==> src/snd_pkg.sv <==
/* widths, sound CPU register map and lookup tables of the sound chip
   pan tables take the 3-bit pan code as index and code 0 mutes the channel
   ADPCM steps are signed deltas added to an 8-bit accumulator */
package snd_pkg;
    typedef logic        [20:0] rom_addr_t;
    typedef logic signed [15:0] sample_t;
    typedef logic        [ 6:0] pan_gain_t;
    typedef logic        [ 5:0] reg_addr_t;
    typedef logic        [ 2:0] pan_code_t;

    localparam int num_channels = 4;

    // sound CPU register map
    localparam reg_addr_t addr_latch_lo   = 6'h02;
    localparam reg_addr_t addr_keyon      = 6'h28;
    localparam reg_addr_t addr_status     = 6'h29;
    localparam reg_addr_t addr_loop_adpcm = 6'h2A;
    localparam reg_addr_t addr_pan01      = 6'h2C;
    localparam reg_addr_t addr_pan23      = 6'h2D;
    localparam reg_addr_t addr_test_rd    = 6'h2E;
    localparam reg_addr_t addr_mode       = 6'h2F;

    // 0 .. 64 then -128 .. -1
    localparam logic signed [7:0] adpcm_step [16] = '{
        8'h00, 8'h01, 8'h02, 8'h04, 8'h08, 8'h10, 8'h20, 8'h40,
        8'h80, 8'hC0, 8'hE0, 8'hF0, 8'hF8, 8'hFC, 8'hFE, 8'hFF
    };

    // code 1 is full left, 4 centre, 7 full right
    localparam pan_gain_t pan_gain_l [8] = '{
        7'd0, 7'd127, 7'd116, 7'd104, 7'd90, 7'd73, 7'd52, 7'd0
    };
    localparam pan_gain_t pan_gain_r [8] = '{
        7'd0, 7'd0, 7'd52, 7'd73, 7'd90, 7'd104, 7'd116, 7'd127
    };
endpackage
==> src/chan_ctrl_if.sv <==
/* per-channel control from the register block
   tst_en and tst_nx only matter on channel 0 */
`timescale 1ns/1ps

interface chan_ctrl_if;
    import snd_pkg::*;

    // register window write
    logic [2:0] addr;
    logic [7:0] din;
    logic       we;
    // control levels
    logic       keyon;
    logic       loop;
    logic       adpcm_en;
    pan_gain_t  pan_l;
    pan_gain_t  pan_r;
    logic       tst_en;
    logic       tst_nx;
    logic       bsy;

    modport regs (output addr, din, we, keyon, loop, adpcm_en, pan_l, pan_r,
                  tst_en, tst_nx, input bsy);
    modport chan (input addr, din, we, keyon, loop, adpcm_en, pan_l, pan_r,
                  tst_en, tst_nx, output bsy);
endinterface

==> src/snd_chip.sv <==
/* four-channel PCM/ADPCM sound chip with main CPU message latches
   ROMs and both CPUs are external and always ready
   cen is a clock-enable pulse that paces pitch counters and the mixer */
`timescale 1ns/1ps

module snd_chip (
    input  logic                clk,
    input  logic                rst,
    input  logic                cen,
    // main CPU
    input  logic                ma0,
    input  logic                mrdnw,
    input  logic                mcs,
    input  logic [7:0]          mdout,
    output logic [7:0]          mdin,
    // sound CPU
    input  snd_pkg::reg_addr_t  addr,
    input  logic                wr_n,
    input  logic                rd_n,
    input  logic                cs,
    input  logic [7:0]          din,
    output logic [7:0]          dout,
    // sample ROMs, one per channel
    output snd_pkg::rom_addr_t  roma_addr,
    input  logic [7:0]          roma_data,
    output logic                roma_cs,
    output snd_pkg::rom_addr_t  romb_addr,
    input  logic [7:0]          romb_data,
    output logic                romb_cs,
    output snd_pkg::rom_addr_t  romc_addr,
    input  logic [7:0]          romc_data,
    output logic                romc_cs,
    output snd_pkg::rom_addr_t  romd_addr,
    input  logic [7:0]          romd_data,
    output logic                romd_cs,
    // audio
    input  snd_pkg::sample_t    aux_l,
    input  snd_pkg::sample_t    aux_r,
    output snd_pkg::sample_t    snd_l,
    output snd_pkg::sample_t    snd_r,
    output logic                sample
);
    import snd_pkg::*;

    rom_addr_t               rom_addr [num_channels];
    logic [7:0]              rom_data [num_channels];
    logic [num_channels-1:0] rom_cs, ch_sample;
    sample_t                 ch_l [num_channels];
    sample_t                 ch_r [num_channels];
    logic                    out_en;

    chan_ctrl_if ctrl [num_channels] ();

    assign roma_addr   = rom_addr[0];
    assign romb_addr   = rom_addr[1];
    assign romc_addr   = rom_addr[2];
    assign romd_addr   = rom_addr[3];
    assign {romd_cs, romc_cs, romb_cs, roma_cs} = rom_cs;
    assign rom_data[0] = roma_data;
    assign rom_data[1] = romb_data;
    assign rom_data[2] = romc_data;
    assign rom_data[3] = romd_data;
    assign sample      = |ch_sample;

    snd_regs u_regs (
        .clk(clk), .rst(rst), .cen(cen),
        .ma0(ma0), .mrdnw(mrdnw), .mcs(mcs), .mdout(mdout), .mdin(mdin),
        .addr(addr), .wr_n(wr_n), .rd_n(rd_n), .cs(cs), .din(din), .dout(dout),
        .test_data(roma_data), .out_en(out_en),
        .chan0(ctrl[0]), .chan1(ctrl[1]), .chan2(ctrl[2]), .chan3(ctrl[3])
    );

    for (genvar i = 0; i < num_channels; i++) begin : g_chan
        snd_channel u_chan (
            .clk(clk), .rst(rst), .cen(cen),
            .rom_data(rom_data[i]),
            .ctrl(ctrl[i]),
            .rom_addr(rom_addr[i]), .rom_cs(rom_cs[i]),
            .snd_l(ch_l[i]), .snd_r(ch_r[i]), .sample(ch_sample[i])
        );
    end

    snd_mixer u_mixer (
        .clk(clk), .rst(rst), .cen(cen), .out_en(out_en),
        .ch_l(ch_l), .ch_r(ch_r), .aux_l(aux_l), .aux_r(aux_r),
        .snd_l(snd_l), .snd_r(snd_r)
    );

endmodule

==> src/snd_mixer.sv <==
/* five-input stereo mixer, four channels plus the auxiliary input
   the sum is taken on cen and clipped to 16 bits, no peak detection
   with out_en low the outputs fade to zero by halving on each cen */
`timescale 1ns/1ps

module snd_mixer (
    input  logic              clk,
    input  logic              rst,
    input  logic              cen,
    input  logic              out_en,
    input  snd_pkg::sample_t  ch_l [snd_pkg::num_channels],
    input  snd_pkg::sample_t  ch_r [snd_pkg::num_channels],
    input  snd_pkg::sample_t  aux_l,
    input  snd_pkg::sample_t  aux_r,
    output snd_pkg::sample_t  snd_l,
    output snd_pkg::sample_t  snd_r
);
    import snd_pkg::*;

    logic signed [18:0] sum_l, sum_r;

    function automatic logic signed [18:0] add5(input sample_t ch [num_channels],
                                                 input sample_t aux);
        logic signed [18:0] acc;
        acc = 19'(aux);
        for (int i = 0; i < num_channels; i++) begin
            acc = acc + 19'(ch[i]);
        end
        return acc;
    endfunction

    function automatic sample_t sat(input logic signed [18:0] s);
        if (s > 19'sd32767) return 16'sh7FFF;
        if (s < -19'sd32768) return 16'sh8000;
        return s[15:0];
    endfunction

    always_ff @(posedge clk, posedge rst) begin
        if (rst) begin
            sum_l <= '0;
            sum_r <= '0;
        end else if (cen) begin
            sum_l <= add5(ch_l, aux_l);
            sum_r <= add5(ch_r, aux_r);
        end
    end

    always_ff @(posedge clk, posedge rst) begin
        if (rst) begin
            snd_l <= '0;
            snd_r <= '0;
        end else if (out_en) begin
            snd_l <= sat(sum_l);
            snd_r <= sat(sum_r);
        end else if (cen) begin
            snd_l <= snd_l >>> 1;
            snd_r <= snd_r >>> 1;
        end
    end

endmodule

==> src/snd_channel.sv <==
/* one sample playback channel
   ROM data must be valid one clk after rom_addr changes
   the first ROM byte of a sample is skipped, playback starts at start+1
   loop restarts at start itself, so that byte is played on later passes */
`timescale 1ns/1ps

module snd_channel (
    input  logic                clk,
    input  logic                rst,
    input  logic                cen,
    input  logic [7:0]          rom_data,
    chan_ctrl_if.chan           ctrl,
    output snd_pkg::rom_addr_t  rom_addr,
    output logic                rom_cs,
    output snd_pkg::sample_t    snd_l,
    output snd_pkg::sample_t    snd_r,
    output logic                sample
);
    import snd_pkg::*;

    logic [7:0]        mmr [8];
    rom_addr_t         start;
    logic [15:0]       length;
    logic [11:0]       pitch;
    logic [6:0]        volume;

    logic [16:0]       cnt;
    logic [11:0]       pitch_cnt;
    logic [12:0]       nx_pitch_cnt;
    logic              adpcm_cnt, keyon_l, tst_l, step, done;
    logic [3:0]        nibble;
    logic signed [7:0] pre_snd, kadpcm, svl, svr;
    logic [13:0]       vol_l, vol_r;
    sample_t           mul_l, mul_r;

    assign pitch  = {mmr[1][3:0], mmr[0]};
    assign length = {mmr[3], mmr[2]};
    assign start  = {mmr[6][4:0], mmr[5], mmr[4]};
    assign volume = mmr[7][6:0];

    assign nx_pitch_cnt = {1'b0, pitch_cnt} + 13'd1;
    assign step         = nx_pitch_cnt[12];
    // length counter underflow ends playback
    assign done         = cnt[16];
    assign sample       = cen && ctrl.keyon && step && !done;

    // low nibble first
    assign nibble = adpcm_cnt ? rom_data[7:4] : rom_data[3:0];
    assign kadpcm = adpcm_step[nibble];

    // top 7 bits of volume times pan gain
    assign svl   = {1'b0, vol_l[13:7]};
    assign svr   = {1'b0, vol_r[13:7]};
    assign mul_l = 16'(pre_snd) * 16'(svl);
    assign mul_r = 16'(pre_snd) * 16'(svr);

    always_ff @(posedge clk, posedge rst) begin
        if (rst) begin
            for (int i = 0; i < 8; i++) mmr[i] <= '0;
        end else if (ctrl.we) begin
            mmr[ctrl.addr] <= ctrl.din;
        end
    end

    always_ff @(posedge clk, posedge rst) begin
        if (rst) begin
            vol_l <= '0;
            vol_r <= '0;
            snd_l <= '0;
            snd_r <= '0;
        end else begin
            vol_l <= 14'(volume) * 14'(ctrl.pan_l);
            vol_r <= 14'(volume) * 14'(ctrl.pan_r);
            // halve on key-off so the output decays without a click
            snd_l <= ctrl.keyon ? mul_l : snd_l >>> 1;
            snd_r <= ctrl.keyon ? mul_r : snd_r >>> 1;
        end
    end

    always_ff @(posedge clk, posedge rst) begin
        if (rst) begin
            rom_addr  <= '0;
            rom_cs    <= 1'b0;
            cnt       <= '0;
            pitch_cnt <= '0;
            adpcm_cnt <= 1'b0;
            pre_snd   <= '0;
            keyon_l   <= 1'b0;
            tst_l     <= 1'b0;
            ctrl.bsy  <= 1'b0;
        end else begin
            rom_cs <= 1'b1;
            tst_l  <= ctrl.tst_en;
            if (cen) keyon_l <= ctrl.keyon;
            if (!ctrl.keyon) begin
                if (!ctrl.tst_en) begin
                    rom_addr <= start + 21'd1;
                end else if (ctrl.we || !tst_l) begin
                    // test reads begin at start
                    rom_addr <= start;
                end else if (ctrl.tst_nx) begin
                    rom_addr <= rom_addr + 21'd1;
                end
                rom_cs    <= ctrl.tst_en;
                cnt       <= {1'b0, length};
                pitch_cnt <= pitch;
                adpcm_cnt <= 1'b0;
                pre_snd   <= '0;
                ctrl.bsy  <= 1'b0;
            end else if (cen) begin
                if (!keyon_l) ctrl.bsy <= 1'b1;
                if (step && !done) begin
                    adpcm_cnt <= !adpcm_cnt;
                    // ADPCM uses both nibbles before moving on
                    if (adpcm_cnt || !ctrl.adpcm_en) begin
                        if (cnt == 17'd0 && ctrl.loop) begin
                            rom_addr <= start;
                            cnt      <= {1'b0, length};
                        end else begin
                            rom_addr <= rom_addr + 21'd1;
                            cnt      <= cnt - 17'd1;
                        end
                    end
                    pre_snd <= ctrl.adpcm_en ? pre_snd + kadpcm : rom_data;
                end
                pitch_cnt <= step ? pitch : nx_pitch_cnt[11:0];
                if (done) begin
                    // decay towards zero to keep the dc level low
                    pre_snd  <= pre_snd >>> 1;
                    ctrl.bsy <= 1'b0;
                end
            end
        end
    end

endmodule

==> src/snd_regs.sv <==
/* sound CPU register file and the two message latches to the main CPU
   CPU strobes are sampled on clk, writes repeat while wr_n stays low
   a test read returns channel 0's ROM byte only while mode bit 0 is set */
`timescale 1ns/1ps

module snd_regs (
    input  logic                clk,
    input  logic                rst,
    input  logic                cen,
    // main CPU
    input  logic                ma0,
    input  logic                mrdnw,
    input  logic                mcs,
    input  logic [7:0]          mdout,
    output logic [7:0]          mdin,
    // sound CPU
    input  snd_pkg::reg_addr_t  addr,
    input  logic                wr_n,
    input  logic                rd_n,
    input  logic                cs,
    input  logic [7:0]          din,
    output logic [7:0]          dout,
    input  logic [7:0]          test_data,
    output logic                out_en,
    chan_ctrl_if.regs           chan0,
    chan_ctrl_if.regs           chan1,
    chan_ctrl_if.regs           chan2,
    chan_ctrl_if.regs           chan3
);
    import snd_pkg::*;

    logic [7:0]              pm2s [2];
    logic [7:0]              ps2m [2];
    logic [num_channels-1:0] keyon, loop, adpcm_en, bsy, chan_we;
    pan_code_t               pan [num_channels];
    logic [1:0]              mode;
    logic                    tst_rd, tst_rdl, wr_act, rd_act;

    assign wr_act = cs && !wr_n;
    assign rd_act = cs && !rd_n;
    assign out_en = mode[1];

    // channel n owns addresses 8*(n+1) to 8*(n+1)+7
    always_comb begin
        for (int i = 0; i < num_channels; i++) begin
            chan_we[i] = wr_act && addr[5:3] == 3'(i + 1);
        end
    end

    // main CPU side of the latches
    always_ff @(posedge clk, posedge rst) begin
        if (rst) begin
            pm2s[0] <= '0;
            pm2s[1] <= '0;
            mdin    <= '0;
        end else if (mcs) begin
            mdin <= ps2m[ma0];
            if (!mrdnw) pm2s[ma0] <= mdout;
        end
    end

    always_ff @(posedge clk, posedge rst) begin
        if (rst) begin
            ps2m[0]  <= '0;
            ps2m[1]  <= '0;
            keyon    <= '0;
            loop     <= '0;
            adpcm_en <= '0;
            mode     <= '0;
            for (int i = 0; i < num_channels; i++) pan[i] <= '0;
            dout     <= '0;
            tst_rd   <= 1'b0;
            tst_rdl  <= 1'b0;
        end else begin
            tst_rdl <= tst_rd;
            tst_rd  <= rd_act && addr == addr_test_rd;
            if (wr_act) begin
                case (addr)
                    addr_latch_lo, addr_latch_lo + 6'd1: ps2m[addr[0]] <= din;
                    addr_keyon:      keyon <= din[3:0];
                    addr_loop_adpcm: {adpcm_en, loop} <= din;
                    addr_pan01:      {pan[1], pan[0]} <= din[5:0];
                    addr_pan23:      {pan[3], pan[2]} <= din[5:0];
                    addr_mode:       mode <= din[1:0];
                    default: ;
                endcase
            end
            if (rd_act) begin
                case (addr)
                    6'h00, 6'h01: dout <= pm2s[addr[0]];
                    addr_status:  dout <= {4'd0, bsy};
                    // byte is taken once, on the first cycle of the burst
                    addr_test_rd: if (!tst_rd) dout <= mode[0] ? test_data : 8'd0;
                    default:      dout <= '0;
                endcase
            end
        end
    end

    // channel 0
    assign chan0.addr     = addr[2:0];
    assign chan0.din      = din;
    assign chan0.we       = chan_we[0];
    assign chan0.keyon    = keyon[0];
    assign chan0.loop     = loop[0];
    assign chan0.adpcm_en = adpcm_en[0];
    assign chan0.pan_l    = pan_gain_l[pan[0]];
    assign chan0.pan_r    = pan_gain_r[pan[0]];
    assign chan0.tst_en   = mode[0];
    // one pulse per read burst advances the ROM address
    assign chan0.tst_nx   = tst_rd && !tst_rdl;
    assign bsy[0]         = chan0.bsy;

    // channel 1
    assign chan1.addr     = addr[2:0];
    assign chan1.din      = din;
    assign chan1.we       = chan_we[1];
    assign chan1.keyon    = keyon[1];
    assign chan1.loop     = loop[1];
    assign chan1.adpcm_en = adpcm_en[1];
    assign chan1.pan_l    = pan_gain_l[pan[1]];
    assign chan1.pan_r    = pan_gain_r[pan[1]];
    assign chan1.tst_en   = 1'b0;
    assign chan1.tst_nx   = 1'b0;
    assign bsy[1]         = chan1.bsy;

    // channel 2
    assign chan2.addr     = addr[2:0];
    assign chan2.din      = din;
    assign chan2.we       = chan_we[2];
    assign chan2.keyon    = keyon[2];
    assign chan2.loop     = loop[2];
    assign chan2.adpcm_en = adpcm_en[2];
    assign chan2.pan_l    = pan_gain_l[pan[2]];
    assign chan2.pan_r    = pan_gain_r[pan[2]];
    assign chan2.tst_en   = 1'b0;
    assign chan2.tst_nx   = 1'b0;
    assign bsy[2]         = chan2.bsy;

    // channel 3
    assign chan3.addr     = addr[2:0];
    assign chan3.din      = din;
    assign chan3.we       = chan_we[3];
    assign chan3.keyon    = keyon[3];
    assign chan3.loop     = loop[3];
    assign chan3.adpcm_en = adpcm_en[3];
    assign chan3.pan_l    = pan_gain_l[pan[3]];
    assign chan3.pan_r    = pan_gain_r[pan[3]];
    assign chan3.tst_en   = 1'b0;
    assign chan3.tst_nx   = 1'b0;
    assign bsy[3]         = chan3.bsy;

endmodule

==> config.mk <==
export PLATFORM = sky130hd
export DESIGN_NAME = snd_chip
export DESIGN_NICKNAME = d
export VERILOG_FILES = /design/src/snd_pkg.sv /design/src/chan_ctrl_if.sv /design/src/snd_chip.sv /design/src/snd_mixer.sv /design/src/snd_channel.sv /design/src/snd_regs.sv
export SDC_FILE = /design/constraint.sdc
export NUM_CORES = 2
export LEC_CHECK = 0
export ABC_AREA = 1
export BUFFER_PORTS_ARGS = -buffer_cell sky130_fd_sc_hd__buf_2
export CAP_MARGIN = 25
export CELL_PAD_IN_SITES_DETAIL_PLACEMENT = 2
export CELL_PAD_IN_SITES_GLOBAL_PLACEMENT = 2
export CORE_MARGIN = 2
export CORE_UTILIZATION = 42
export CTS_BUF_LIST = sky130_fd_sc_hd__clkbuf_2
export CTS_CLUSTER_DIAMETER = 100
export CTS_CLUSTER_SIZE = 30
export DETAILED_ROUTE_END_ITERATION = 8
export PLACE_DENSITY_LB_ADDON = 0.1
export RECOVER_POWER = 50
export REMOVE_ABC_BUFFERS = 1
export SYNTH_ARGS = -nofsm -noshare
export SYNTH_HDL_FRONTEND = slang
export SYNTH_SLANG_ARGS = --single-unit
==> constraint.sdc <==
create_clock -name clk -period 88.1 [get_ports clk]
set_input_delay 17.62 -clock clk [delete_from_list [all_inputs] [get_ports clk]]
set_output_delay 17.62 -clock clk [all_outputs]
set_load 0.05 [all_outputs]
* Word-level counts from Yosys, hierarchy flattened
Memories as Yosys holds them, arrays and structs flattened. Cells that the tools add are included.
Word-level totals: register bits after elaboration 891, latch bits 0, RAM bits 0, ROM bits 960, input port bits 95, output and inout bits 137, word-level logic and storage cells 517, memories kept 12
Cells by class: add/subtract/negate cells 28, multipliers 16, div/mod/pow operators 0, $lt $le $gt $ge 18, equality and inequality tests 40, shift-type cells 0, multiplexer cells 186, bitwise logic cells 12, reductions and logical operators 90
Memory list:
- (no name shown) | depth 16, bits a word 8, rd ports 1, clocked after memory_dff 0, write ports 0, line snd_channel.sv:49 | assign kadpcm = adpcm_step[nibble];
- (no name shown) | depth 16, bits a word 8, rd ports 1, clocked after memory_dff 0, write ports 0, line snd_channel.sv:49
- (no name shown) | depth 16, bits a word 8, rd ports 1, clocked after memory_dff 0, write ports 0, line snd_channel.sv:49
- (no name shown) | depth 16, bits a word 8, rd ports 1, clocked after memory_dff 0, write ports 0, line snd_channel.sv:49
- (no name shown) | depth 8, bits a word 7, rd ports 1, clocked after memory_dff 0, write ports 0, line snd_regs.sv:107 | assign chan0.pan_l = pan_gain_l[pan[0]];
- (no name shown) | depth 8, bits a word 7, rd ports 1, clocked after memory_dff 0, write ports 0, line snd_regs.sv:108 | assign chan0.pan_r = pan_gain_r[pan[0]];
- +6 memories
Operators by type and width (number):
- $mux 21 | 23
- $mux 17 | 20
- $mux 8 | 39
- $mux 16 | 18
- $bwmux 64 | 4
- $add 21x1->21 const B | 8
- $mux 12 | 12
- $mul 8x8->16 | 8
- $mul 7x7->14 | 8
- $mux 7 | 16
- $add 19x16->19 | 4
- $logic_not 17->1 | 4
- $sub 17x1->17 const B | 4
- $add 12x1->13 const B | 4
- $eq 6x6->1 const B | 7
- $mux 1 | 42
- $reduce_and 2->1 | 20
- $gt 19x16->1 const B | 2
- $lt 19x16->1 const B | 2
- $add 17x16->18 | 2
- $add 16x16->17 | 2
- $add 8x8->8 | 4
- $bwmux 16 | 2
- $logic_and 1x1->1 | 31
- 32 further kinds | 104

* Depth between registers and ports, before layout
depth after elaboration 11, mapped depth 26, depth with buffers taken out 26

* By module
Synthesis repeated with hierarchy kept, for this count alone.
Second synthesis, totals: cells, all modules 11414, area total of the unflattened synthesis 82016.2 um^2
By module, submodules not included:
- snd_channel at g_chan[0].u_chan ... | times used 2, cells each 2477, area each 17558.1 um^2
- snd_channel at g_chan[3].u_chan | times used 1, cells each 2415, area each 17336.6 um^2
- snd_channel at g_chan[2].u_chan | times used 1, cells each 2421, area each 17262.8 um^2
- snd_mixer | times used 1, cells each 1069, area each 7935.1 um^2
- snd_regs | times used 1, cells each 552, area each 4354.2 um^2
- snd_chip | times used 1, cells each 3, area each 11.3 um^2

* Least setup slack after synthesis
No wires, ideal clock.
kind input-to-output, start input port cen, end output port sample, data arrival time 18.967 ns, setup slack 51.513 ns, stages 5, path through buf_2 > nor2_2 > inv_1 > nand3_4 > o211ai_1
On the way: cells in the longest elaborated chain, start to end 4, elaborated cells on any way between the ends 13, classes of those cells reduce/logical: 13
Ends and longest elaborated chain:
- start, declared | line snd_chip.sv:9 | input logic cen,
- $logic_and 1x1->1 (3 in a row) | line snd_channel.sv:45 | assign sample = cen && ctrl.keyon && step && !done;
- $reduce_or 4->1 (*) | line snd_chip.sv:63 | assign sample = |ch_sample;
- end, declared | line snd_chip.sv:41 | output logic sample
Every way passes the cells marked *; elsewhere a longest branch is shown, timed or not.

* Worst setup path in the final report
Same ends and word-level chain as after synthesis.

==> impl_metrics.ini <==
[run_status]
status = finished with violations
violations = max-capacitance violations, max-slew violations

[place]
gp_congestion = 0.8796
place_ws_ns = 50.47
dp_hpwl_um = 225200
port_buffers = 231

[global_route]
grt_pass1_wl_um = 455600
grt_pass1_vias = 81170
grt_max_degree = 163
overflow = 0
grt.total_usage_pct = 29.93
antenna_found_initial = 18

[worst_setup_path]
path_delay_family = buffers and inverters
worstSetupPathType = input pin to output port
critPathMaxFanout = 20
required_ns = 70.48
path_buf_inv = 3
r2r-end = g_chan[1].u_chan.rom_addr[8]
crit_arrival_ns = 20.99
r2r-start = u_regs.keyon[1]
cpPeakStageDelay_ns = 0.92
critPathMostFrequentCell = nor2_1
cp_slowest_cell = clkbuf_1
cp-end-kind = output port
r2r_cells = 8
crit_chain = clkbuf_1, nor2_1, inv_1, nand2_1, nor2_1, a21oi_1, o211ai_1, buf_2
worstSetupStartpointType = input pin
ff2ff_setup_slack_ns = 80.08

[power]
p_clk_share_pct = 16.9
switching_power_w = 0.0006087
seq_power_share_pct = 40.5
p_leak_nw = 44.27
pwr-share-comb_pct = 42.6
intPower_w = 0.0006327
ir_drop_v = 0.00001527
switching_share_pct = 49.03
p_per_area_nw_per_um2 = 15.10

[floorplanning]
io_pins = 232
die_width_um = 435.7
core-area_um2 = 185200
dieHeight_um = 435.7
std_cell_rows = 158
die_area_um2 = 189900
start_util_pct = 42.26

[drt]
wl_per_cell_um = 21.75
ant_nets = 0
drt_first_pass_iters = 5
via_per_inst = 5.394
drtIter0Drc = 2973
via_count = 70740
wl_um = 285300
drc_errors = 0

[clock_tree]
cts_hold_buf = 0
cts_buffer_depth = 3
clock_latency_ns = 1.84
cts_sinks = 803
cts_root_buffer = clkbuf_2
ctsResizeCount = 0
cts_tree = done
cts_buffers = 50
post_cts_buffers = 0
h-tree-depth = 2
cts.reportedPaths.clkPinSlew_ns = 0.53

[yosys]
yosysSeqAreaShare_pct = 25.67
ys_types = 67
synthTopCellsByArea = dfrtp_1 26%, fa_1 16%, nand2_1 14%
yosys.area_share.xor_xnor_pct = 3.714
synth_edf_count = 0
synth_top_area_cell = dfrtp_1
synth_area_um2 = 78290
synth.mux.area_fraction_pct = 0.02717
async_flop_share_pct = 100.0
synth_top_family_by_area = adder cells
synth_warnings = 0
synthFlopType = dfrtp_1
yosys.area_share.simple_pct = 22.41
ys_seq_elements = 803
synth_compound_area_share_pct = 10.73
synth_top_area_share_pct = 25.67
synthCells = 10610
synthAdderAreaFrac_pct = 26.26
syn_avg_cell_area_um2 = 7.382

[worst_hold_path]
hold_end = u_regs.tst_rdl
min-delay-start = u_regs.tst_rd
hold_class = flip-flop to flip-flop
hold_depth = 0

[timing]
tightest_slew_ns = 8.310
fin_crit_ns = 38.61
finalSetupViolCount = 0
fin_crit_sh_pct = 43.82
relSlewSlack_pct = -454.0
finClkSkew_ns = 0.2778
fin_ws_ns = 49.49
timing.fmax_ghz = 0.02590
rsz0062_at_grt = no
hold_violations = 0
drv_slew = 1080
finalSetupTns_ns = 0

[cells_and_area]
areaGrowthSynthToFinish_pct = 5.047
drive_gt1_share_pct = 4.145
fin_nets = 11940

[job]
cap_violations = 23
[kinds of logic after synthesis]
family	count (synthesis)
multiplexers	2
adder cells (fa/ha/maj)	1266
AO/OA/AOI/OAI	1558
AND/OR/NAND/NOR	4360
flip-flops	803
XOR/XNOR	332
buffers and inverters	2284
[through the flow]
stage	hold WS, ns	power, W	utilization (%)	cell area (um^2)	cells
2_1_floorplan	0.3537	0.0008394	-	76760	10250
3_3_place_gp	0.3555	0.0009957	43.93	81370	13000
3_5_place_dp	0.3698	0.001036	43.95	81410	13000
4_1_cts	0.4646	0.001253	44.47	82370	13090
5_1_grt	0.5117	0.001330	44.37	82200	13100
6_report	0.4619	0.001241	44.40	82240	13120
[how the worst max path moves through the flow]
stage,start,slack [ns],cells after the start,end
after detailed placement,cen,50.47,6,sample
after CTS,cen,50.47,6,sample
final,cen,49.49,8,sample
after global placement,cen,50.50,6,sample
after global routing,cen,49.38,8,sample
after floorplan,rst,47.93,1,g_chan[0].u_chan.adpcm_cnt
[registers in the layout (all words and copies together), names as in the netlist, 8 cells and up]
register / flops
g_chan.u_chan.mmr: 160
g_chan.u_chan.rom_addr: 84
g_chan.u_chan.cnt: 68
g_chan.u_chan.length: 64
g_chan.u_chan.snd_l: 64
g_chan.u_chan.snd_r: 64
g_chan.u_chan.pitch_cnt: 48
g_chan.u_chan.pre_snd: 32
g_chan.u_chan.vol_l: 28
g_chan.u_chan.vol_r: 28
u_mixer.sum_l: 19
u_mixer.sum_r: 19
u_mixer.snd_l: 16
u_mixer.snd_r: 16
u_regs.pm2s: 16
u_regs.ps2m: 16
u_regs.pan: 12
u_regs.dout: 8
u_regs.mdin: 8
[synth_stat cells, types with 5 or more instances]
cell type	count
ha_1	638
a21boi_0	13
o31ai_1	6
clkinv_1	9
a21boi_1	19
buf_6	10
inv_1	1896
buf_2	50
nand2_1	2918
nor2_1	852
nor2_4	6
fa_1	628
xor2_1	205
o21bai_1	26
nand3_1	311
a21oi_1	408
nand4_1	81
a211oi_1	12
clkbuf_1	252
a22oi_1	6
a221oi_1	5
buf_1	25
nand3b_1	19
nor2_2	15
nor3_1	93
o21ai_0	830
buf_4	8
o22ai_1	21
a31oi_1	74
nand2_4	6
a21o_1	14
dfrtp_1	803
o21a_1	11
o2111ai_1	5
o21ai_1	48
inv_2	20
nor3_2	5
or2_2	29
clkbuf_2	12
nand2_2	6
o211ai_1	46
xnor2_1	127
[power by group through the flow]
stage / Sequential (W) / Clock, W / Combinational, W
global route: 0.000512 / 0.000227 / 0.000591
CTS: 0.000502 / 0.000218 / 0.000533
detailed placement: 0.000507 / 0 / 0.000528
global placement: 0.000503 / 0 / 0.000492
floorplan: 0.000521 / 0 / 0.000319
finish: 0.000503 / 0.000209 / 0.000529
[cells in the final DEF (no fill, tap or decap), types with 226 or more instances in the layout]
cell and count:
buf_2 226, fa_1 628, ha_1 638, dfrtp_1 803, nand3_1 312, inv_1 1893, nand2_1 2921, a21oi_1 408
o21ai_0 832, nor2_1 856
[final cells by class]
cell class                 count  area, um^2
sequential                   803       20090
clock buffer                  50       250.2
fill                       22080      103000
multi-input combinational   7518       49330
inverter                    1927        7242
antenna                       20       50.05
timing repair buffer         276        1456
clock inverter                41       708.2
tap                         2480        3103
[metal layers]
layer / track usage [%] / vias up / wire (um)
met2: 54.82 / 932 / 147300
li1: - / 32700 / -
met1: 37.49 / 36740 / 122400
met4: 9.101 / 2 / 8699
met3: 2.011 / 373 / 6910
met5: 0 / - / 13
(Power assumes the default switching activity.)
